## src/gem_pkg.sv

```systemverilog
`default_nettype none

// --------------------------------------------------------------------------
// Shared types and constants for the GEM trigger link front end
// --------------------------------------------------------------------------

package gem_pkg;

    // Cluster field widths
    typedef logic [10:0] strip_addr_t;                   // Strip address within the chamber
    typedef logic [2:0]  cluster_size_t;                 // Number of strips in the cluster

    // One packed cluster, address in the low bits and size on top
    typedef logic [$bits(cluster_size_t)+$bits(strip_addr_t)-1:0] gem_cluster_t;

    localparam int clusters_per_frame = 4;               // Clusters carried by one link frame

    // One trigger frame from the link, cluster0 in the lowest bits
    typedef logic [clusters_per_frame*$bits(gem_cluster_t)-1:0] gem_frame_t;

    // Top two address bits set means the cluster slot is empty
    localparam logic [1:0] invalid_addr_prefix = 2'b11;

    // Raw hits capture sequence
    typedef enum logic [1:0] {
        capture_idle    = 2'd0,                          // Armed, waiting for first valid cluster
        capture_writing = 2'd1,                          // Recording frames into the lanes
        capture_readout = 2'd2                           // Record frozen, held for readout
    } capture_state_t;

endpackage

`default_nettype wire

```

## src/gem_cluster_decode.sv

```systemverilog
`timescale 1ns/1ps
`default_nettype none

// --------------------------------------------------------------------------
// Frame decoder: splits a link frame into four clusters, one cycle latency
// --------------------------------------------------------------------------

module gem_cluster_decode (
    input  wire logic                clock,
    input  wire logic                reset,
    input  wire gem_pkg::gem_frame_t frame,              // One frame per clock from the link
    output gem_pkg::gem_cluster_t    cluster0,           // Lowest 14 bits of the frame
    output gem_pkg::gem_cluster_t    cluster1,
    output gem_pkg::gem_cluster_t    cluster2,
    output gem_pkg::gem_cluster_t    cluster3,           // Highest 14 bits of the frame
    output logic [3:0]               vpf,                // Valid pattern flag per cluster
    output logic                     nonzero             // Any bit of the frame set
);

    localparam int cluster_width = $bits(gem_pkg::gem_cluster_t);
    localparam int addr_width    = $bits(gem_pkg::strip_addr_t);

    gem_pkg::gem_cluster_t slice      [gem_pkg::clusters_per_frame]; // Raw frame slices
    gem_pkg::strip_addr_t  slice_addr [gem_pkg::clusters_per_frame]; // Address field per slice
    logic [gem_pkg::clusters_per_frame-1:0] slice_valid;             // Prefix check per slice

    // Slice the frame and check each address prefix
    for (genvar i = 0; i < gem_pkg::clusters_per_frame; i++) begin : g_slice
        assign slice[i]       = frame[i*cluster_width +: cluster_width];
        assign slice_addr[i]  = slice[i][addr_width-1:0];
        assign slice_valid[i] = slice_addr[i][addr_width-1 -: 2] != gem_pkg::invalid_addr_prefix;
    end

    // --------------------------------------------------------------------------
    // Output register stage
    // --------------------------------------------------------------------------

    always_ff @(posedge clock) begin
        if (reset) begin
            cluster0 <= '0;
            cluster1 <= '0;
            cluster2 <= '0;
            cluster3 <= '0;
            vpf      <= '0;                              // No valid clusters until first frame
            nonzero  <= 1'b0;
        end else begin
            cluster0 <= slice[0];
            cluster1 <= slice[1];
            cluster2 <= slice[2];
            cluster3 <= slice[3];
            vpf      <= slice_valid;
            nonzero  <= |frame;                          // OR of all 56 bits
        end
    end

endmodule

`default_nettype wire

```

## config.mk

```make
export PLATFORM = sky130hd
export DESIGN_NAME = gem_cluster_decode
export DESIGN_NICKNAME = d
export VERILOG_FILES = /design/src/gem_pkg.sv /design/src/gem_cluster_decode.sv
export SDC_FILE = /design/constraint.sdc
export NUM_CORES = 1
export LEC_CHECK = 0
export BUFFER_PORTS_ARGS = -buffer_cell sky130_fd_sc_hd__buf_2
export CAP_MARGIN = 20
export CORE_MARGIN = 2
export CORE_UTILIZATION = 30
export DETAILED_ROUTE_END_ITERATION = 8
export REMOVE_ABC_BUFFERS = 1
export SYNTH_ARGS = -nofsm -noshare
export SYNTH_HDL_FRONTEND = slang
export SYNTH_SLANG_ARGS = --single-unit
export TNS_END_PERCENT = 10
```

## constraint.sdc

```tcl
create_clock -name clock -period 1.2 [get_ports clock]
set_input_delay 0.06 -clock clock [delete_from_list [all_inputs] [get_ports clock]]
set_output_delay 0.06 -clock clock [all_outputs]
set_load 0.02 [all_outputs]
```

==> run metrics <==
Ant. Diodes 0; required time of the worst setup path around 1400 ps; slowest cell on the critical path dlygate4sd3_1; chip height 80.61 um; io pins between 100 and 150; PwrDens ~1400 nW/um2; Final period util roughly 97%; max cap viols 0; CP Capture Type register; Max Buffers Root-to-Sink 2; Critical Path AT ~1400 ps; relative slew slack ~72%; Yosys cell types 11; Net count, final 391; Final Slew Violations 0; Placer Congestion 0.8518; Critical Path Start frame[18]; DR iter-0 viols 21; fin worst setup slack 35.88 ps; die width between 80 and 90 um; DP HPWL about 3300 um; Core ar. ~5600 um2; number of global-route vias before repair around 1,800; Yosys top cell by area dfxtp_1; maximum vdd drop ~0.7 mV; pre-CTS WS -111.5 ps; Critical Path Max Stage Delay roughly 540 ps; Worst Hold Launch frame[38]; first-pass GRT wire length about 8200 um; share of cells above drive strength 1 approximately two fifths; CP bufs+invs 2; DRC 0; Die ar. about 6500 um2; most frequent cells in the layout 118 x buf_2, 61 x dfxtp_1, 58 x dlygate4sd3_1, 55 x nor2b_1, 11 x nor4_1; # rows 27; post-route cell area between 3000 and 4000 um2; top-area cell type share of the netlist area a little over two thirds; Sink Count 61; Total Power around 4.5 mW; Cell Chain, Critical Path dlygate4sd3_1 > buf_2 > nor4_1 > nand2_1 > o41a_1; final hold viol count 0; number of vias per cell approximately 4.2; WL/cell approximately 13 um; TritonCTS clock tree done; crit path kind input port to register; Cell Area, Synth about 1800 um2; PostCTS Resize Cnt 0; Buffers on Ports about 120; CTS Root Cell clkbuf_8; Area Overhead vs Synth 83.44%; synthesis-stage register bit count just over 60; register area share after synthesis between 60% and 70%; Post-CTS Setup Bufs 0; crit start category input port; total grt overflow 0; Area after DPL ~2500 um2; First-pass DRT Iterations 4; Syn Area/Cell 11.98 um2; worst min path class input port to register; fin crit period 1164 ps; most area-consuming cells after synthesis dfxtp_1 69%, nor2b_1 20%, nor4_1 3.9%, nor4_2 2.1%, clkbuf_1 1.3%; overall global routing resource usage approximately 17%; # setup viols final 0; Slew @ Worst Pin 415.2 ps; Crit Path Max Fanout 2; deepest level of the CTS H-tree 3; antenna violations before repair 0; Routed WL between 5000 and 6000 um; Num CTS Buffers 9; clock-pin slew on the worst setup and hold paths roughly 70 ps; initial core utilization a little under a third; leakage about 1.5 nW; outcome complete, no violations; FMAX approximately 860 MHz; crit-path leading delay family buffers and inverters; largest net degree at the start of global routing 35; unrepaired setup endpoints after global routing no; Post-Synthesis Cells 147; commonest non-fill, non-tap cell in the layout buf_2; post-route ant nets 0; Ys Warns 0; DR vias roughly 1,700
sequential cells by signal (all words and copies together) (netlist names):
name      cells
cluster0     14
cluster2     14
cluster3     14
nonzero       1
vpf           4
cluster1     14
through the flow:
stage               utilization (%)  hold WS, ps  instances  setup TNS (ps)
detailed placement            44.29        279.0        336          -111.5
finish                        57.93        26.57        409               0
floorplan                         -        125.8        141               0
global route                  57.93        16.95        409               0
global placement              44.29        273.1        336          -119.8
CTS                           57.93        17.36        409               0
layer usage:
layer / wire [um] / global-route usage, % / share of wire, %
met2: 2640 / 30.50 / 52
met4: 123 / 10.00 / 2.4
met3: 476 / 6.854 / 9.3
met1: 1883 / 16.64 / 37
met5: 0 / 0 / 0
final timing paths:
| kind | to | slack, ps | cells past startpoint |
|---|---|---|---|
| worst min-delay path | vpf[2] | 30 | 3 |
| worst max-delay path | nonzero | 40 | 5 |
cell type report:
class                      instances  area, um2
clock buffer                      10      127.6
tap                               72      90.09
multi-input combinational         79      513.0
fill                             501       2345
sequential                        61       1221
clock inverter                     5      52.55
inverter                           1      3.754
timing repair buffer             181       1221
where the power goes:
group	total, mW	switching (mW)	internal, mW
Clock	1.68	0.746	0.936
Sequential	2.16	0.0224	2.14
Combinational	0.659	0.325	0.334
synth_stat cells (all sizes together):
library cell	instances
nand2	1
nor2b	56
dfxtp	61
nor4	14
a21oi	4
o41a	1
clkbuf	6
nand4	3
inv	1
cell families after synthesis:
| kind of cell | after synthesis | share of synthesized area [%] |
|---|---|---|
| simple gates | 74 | 27.36 |
| compound gates | 5 | 1.777 |
| buf+inv | 7 | 1.492 |
| flops | 61 | 69.37 |
repair_timing:
| action | 4_1_cts | 5_1_grt |
|---|---|---|
| setup endpoints to repair | 0 | 1 |
| hold endpoints to repair | 59 | 0 |
| hold buffers | 58 | 0 |
No activity file was read; power rests on OpenSTA's default activity.
