<file path="src/gem_pkg.sv">
`default_nettype none

// --------------------------------------------------------------------------
// Shared types and constants for the GEM trigger link front end
// --------------------------------------------------------------------------

package gem_pkg;

    // Cluster field widths
    typedef logic [10:0] strip_addr_t;                   // Strip address within the chamber
    typedef logic [2:0]  cluster_size_t;                 // Number of strips in the cluster

    // One packed cluster, address in the low bits and size on top
    typedef logic [$bits(cluster_size_t)+$bits(strip_addr_t)-1:0] gem_cluster_t;

    localparam int clusters_per_frame = 4;               // Clusters carried by one link frame

    // One trigger frame from the link, cluster0 in the lowest bits
    typedef logic [clusters_per_frame*$bits(gem_cluster_t)-1:0] gem_frame_t;

    // Top two address bits set means the cluster slot is empty
    localparam logic [1:0] invalid_addr_prefix = 2'b11;

    // Raw hits capture sequence
    typedef enum logic [1:0] {
        capture_idle    = 2'd0,                          // Armed, waiting for first valid cluster
        capture_writing = 2'd1,                          // Recording frames into the lanes
        capture_readout = 2'd2                           // Record frozen, held for readout
    } capture_state_t;

endpackage

`default_nettype wire

</file>
<file path="src/gem_capture_ctrl.sv">
`timescale 1ns/1ps
`default_nettype none

// --------------------------------------------------------------------------
// Raw hits capture control: arm, trigger, write sweep, hold for readout
// --------------------------------------------------------------------------

module gem_capture_ctrl #(
    parameter int capture_depth_log2 = 10                // Capture depth is 2**capture_depth_log2
) (
    input  wire logic                          clock,
    input  wire logic                          reset,
    input  wire logic                          resync,       // Returns to idle like reset
    input  wire logic                          rearm,        // Releases the held record
    input  wire logic [3:0]                    vpf,          // Decoded valid flags
    output logic                               wr_en,        // Lane write strobe
    output logic [capture_depth_log2-1:0]      wr_addr,      // Lane write address
    output logic                               capture_full  // Record complete and held
);

    localparam logic [capture_depth_log2-1:0] last_addr = '1; // Final capture address

    gem_pkg::capture_state_t state;                      // Capture sequence state
    logic                    trigger;                    // Frame holds a valid cluster

    assign trigger = |vpf;                               // Any lane with a valid cluster arms it
    assign wr_en   = state == gem_pkg::capture_writing;  // Write every cycle of the sweep

    // --------------------------------------------------------------------------
    // State machine and write address counter
    // --------------------------------------------------------------------------

    always_ff @(posedge clock) begin
        if (reset || resync) begin
            state   <= gem_pkg::capture_idle;
            wr_addr <= '0;
        end else begin
            case (state)
                gem_pkg::capture_idle: begin
                    wr_addr <= '0;                       // Next record starts at address 0
                    if (trigger) begin
                        state <= gem_pkg::capture_writing;
                    end
                end
                gem_pkg::capture_writing: begin
                    wr_addr <= wr_addr + 1'b1;
                    if (wr_addr == last_addr) begin      // Last address written this edge
                        state <= gem_pkg::capture_readout;
                    end
                end
                gem_pkg::capture_readout: begin
                    if (rearm) begin
                        state <= gem_pkg::capture_idle;
                    end
                end
                default: begin
                    state <= gem_pkg::capture_idle;      // Unused encoding recovers to idle
                end
            endcase
        end
    end

    // Full flag follows readout by one cycle and drops on the rearm edge
    always_ff @(posedge clock) begin
        if (reset || resync) begin
            capture_full <= 1'b0;
        end else begin
            capture_full <= (state == gem_pkg::capture_readout) && !rearm;
        end
    end

endmodule

`default_nettype wire

</file>
<file path="config.mk">
export PLATFORM = sky130hd
export DESIGN_NAME = gem_capture_ctrl
export DESIGN_NICKNAME = d
export VERILOG_FILES = /design/src/gem_pkg.sv /design/src/gem_capture_ctrl.sv
export SDC_FILE = /design/constraint.sdc
export NUM_CORES = 1
export LEC_CHECK = 0
export ABC_CLOCK_PERIOD_IN_PS = 1450
export CORE_AREA = 4 4 41 43
export DETAILED_ROUTE_END_ITERATION = 7
export DIE_AREA = 0 0 45 47
export DONT_BUFFER_PORTS = 1
export PLACE_DENSITY = 0.66
export SYNTH_ARGS = -nofsm -noshare
export SYNTH_HDL_FRONTEND = slang
export SYNTH_SLANG_ARGS = --single-unit
</file>
<file path="constraint.sdc">
create_clock -name clock -period 1.45 [get_ports clock]
set_clock_uncertainty 0.1 [all_clocks]
set_input_delay 0.0725 -clock clock [delete_from_list [all_inputs] [get_ports clock]]
set_output_delay 0.0725 -clock clock [all_outputs]
set_load 0.005 [all_outputs]
</file>
==> run summary <==
Pwr per Cell Area = 822 mW/mm^2
Slowest-stage cell, CP = or4_1
Synth top area share = 45.2%
CTS root buffer = clkbuf_4
Starting density of the core = 44.2%
Setup TNS = 0 ns
Element type at the critical path start = flop
Vias = 542
# H-tree levels = 1
Total power = 0.000611 W
CP Capture Type = flop
Die Y = 47 um
Tightest Pin Transition = 0.311 ns
Antenna Violating Nets Remaining = 0
Fin area = 743 um^2
CTS tree = done
DPL Wire Length = 921 um
Largest net degree at the start of global routing = 9
Placed cell area = 628 um^2
First-pass DRT Iterations = 4
GPL Wtd Cong = 0.727
DRC viols = 0
Top Ports = 20
Max incr delay on CP = 0.50 ns
Ys Warns = 0
Inserted Clock Buffers = 3
Kind of cell adding the most delay to the critical path = simple AND/OR/NAND/NOR gates
Yosys reg bits = 13
Hold Crit Class = input pin to flop
Max Freq = 722 MHz
Slew Viols, Final = 0
Tcrit/Tclk final = 95.5%
RSZ-0062 raised after global routing = yes
PortBufs = 0
Netlist cell types = 25
Final Non-Filler Cells = 96
WL/cell = 13.9 um
Die footprint = 0.00212 mm^2
Clock Sink Count = 13
Slew HR = 79.1%
CP required = 1.55 ns
Final wirelength = 1.34 mm
Syn Nets = 73
Cell row count = 13
Fin crit period = 1.38 ns
Area growth syn-to-layout = 29.1%
DR vias/cell = 5.65
Worst-case vdd ir drop = 0.000524 V
Vias in the first global route = 482
Clk_lat worst skew = 0.27 ns
Share of layout cells above drive strength 1 = 17.3%
Die width = 45 um
Static Leakage = 0.270 nW
Global route total overflow = 0
Post-synthesis cell area = 576 um^2
Cells after DPL = 84
Top post-synthesis cells by area = dfxtp_1 (45%), nor2_1 (4.6%), or4_1 (3.9%)
Syn Area/Cell = 8.99 um^2
Max Cap Viol = 0
First-pass GRT wire length = 2.15 mm
Post-synth top area cell = dfxtp_1
Clock Path Buffers = 2
WP data arrival = 1.49 ns
Outcome = completed
Seq/Total Area, Yosys = 45.2%
Minimum hold slack = 0.394 ns
Crit-path cells = nand2_1 > or4_1 > a21oi_1
Global-route usage over all layers = 14.5%
DRT iter0 DRCs = 1
Final setup fails = 0
Crit Path Category = flop to flop
CP bufs+invs = 0
Initial antenna violation count = 0
# diodes = 0
CORE AREA = 0.00130 mm^2
Final #Nets = 91
Final Hold Viols = 0
Post-synthesis cell count = 64
Clock Pin Slew Worst Setup and Hold Paths = 0.08 ns
CP max FO = 6
[worst register-to-register path, cell delays in order, from the launching register on]
cell and delay (ns):
dfxtp_1 0.40, nand2_1 0.17, or4_1 0.50, a21oi_1 0.14
[power breakdown]
group | total (W) | switching, W | internal, W
registers | 0.000360 | 0.00000257 | 0.000357
logic | 0.0000327 | 0.0000141 | 0.0000186
clock network | 0.000219 | 0.000112 | 0.000107
total | 0.000611 | 0.000129 | 0.000482
[cells by family (layout without fill, tap and decap cells)]
family	Yosys count	count (layout)	share of synthesized area [%]
buf+inv	3	20	3.26
compound gates	11	11	11.3
fa+ha+maj	1	1	2.17
flops	13	13	45.2
xor+xnor	4	4	6.09
simple gates	31	31	30.2
mux	1	1	1.74
[state kept, by name (all words and copies together) (netlist names)]
name,flops
wr_addr,10
state,2
capture_full,1
[cells in the final DEF (no fill, tap or decap), types with 2 or more instances in the layout]
| cell | netlist | final |
|---|---|---|
| o21ai_0 | 3 | 3 |
| nand3b_1 | 2 | 2 |
| nor3_1 | 2 | 2 |
| or4_1 | 3 | 3 |
| clkbuf_4 | 0 | 3 |
| o31ai_1 | 2 | 2 |
| nand4b_1 | 2 | 2 |
| nor2b_1 | 2 | 2 |
| xnor2_1 | 2 | 2 |
| dlygate4sd3_1 | 0 | 7 |
| buf_4 | 0 | 7 |
| inv_1 | 2 | 2 |
| or3_1 | 2 | 2 |
| nand3_1 | 3 | 3 |
| nand2_1 | 3 | 3 |
| xor2_1 | 2 | 2 |
| nor2_1 | 7 | 7 |
| a21oi_1 | 4 | 4 |
| dfxtp_1 | 13 | 11 |
[per-stage QoR]
| stage | utilization (%) | setup WS [ns] |
|---|---|---|
| global placement | 48.3 | 0.0644 |
| floorplan | - | 0.0790 |
| global route | 57.1 | -0.0445 |
| CTS | 55.7 | 0.0221 |
| detailed placement | 48.3 | 0.0414 |
| finish | 57.1 | 0.0653 |
[per-layer routing]
metal	up-vias	GRT usage (%)	routed length, um
li1	270	-	-
met1	249	15.9	520
met2	19	25.1	708
met3	4	4.60	87
met4	0	7.02	22
met5	-	0	0
[timing repair]
action,in CTS,in global routing
setup buffers,0,1
endpoints found under the setup margin,0,7
hold buffers,7,0
endpoints found under the hold margin,5,0
resized for setup,0,4
[cell type report]
cell class              count  area [um^2]
repair buffers             14          123
flip-flops and latches     13          265
clock buffers               4         26.3
fillers                   126          558
multi-input cells          48          303
inverters                   2         7.51
well taps                  15         18.8
[synth_stat cells]
cell type  number
nand4_1         1
or2_2           1
a22oi_1         1
nand4b_1        2
nor3_1          2
ha_1            1
nor2b_1         2
xor2_1          2
and3_1          1
or3_1           2
nand2_1         3
a21oi_1         4
dfxtp_1        13
o21ai_0         3
buf_6           1
nand3b_1        2
inv_1           2
mux2i_1         1
nor2_1          7
nor4_1          2
nand3_1         3
a21o_1          1
or4_1           3
o31ai_1         2
xnor2_1         2
[path summary, 6_finish.rpt]
check	from	endpoint	slack, ns	cells after the start
worst max-delay path	wr_addr[3]$_SDFFE_PP0P_	wr_addr[7]$_SDFFE_PP0P_	0.07	3
worst min-delay path	reset	wr_addr[1]$_SDFFE_PP0P_	0.39	2
worst max register to register	wr_addr[3]$_SDFFE_PP0P_	wr_addr[7]$_SDFFE_PP0P_	0.07	3
worst min register to register	wr_addr[7]$_SDFFE_PP0P_	wr_addr[7]$_SDFFE_PP0P_	0.42	2
(Power assumes the default switching activity.)
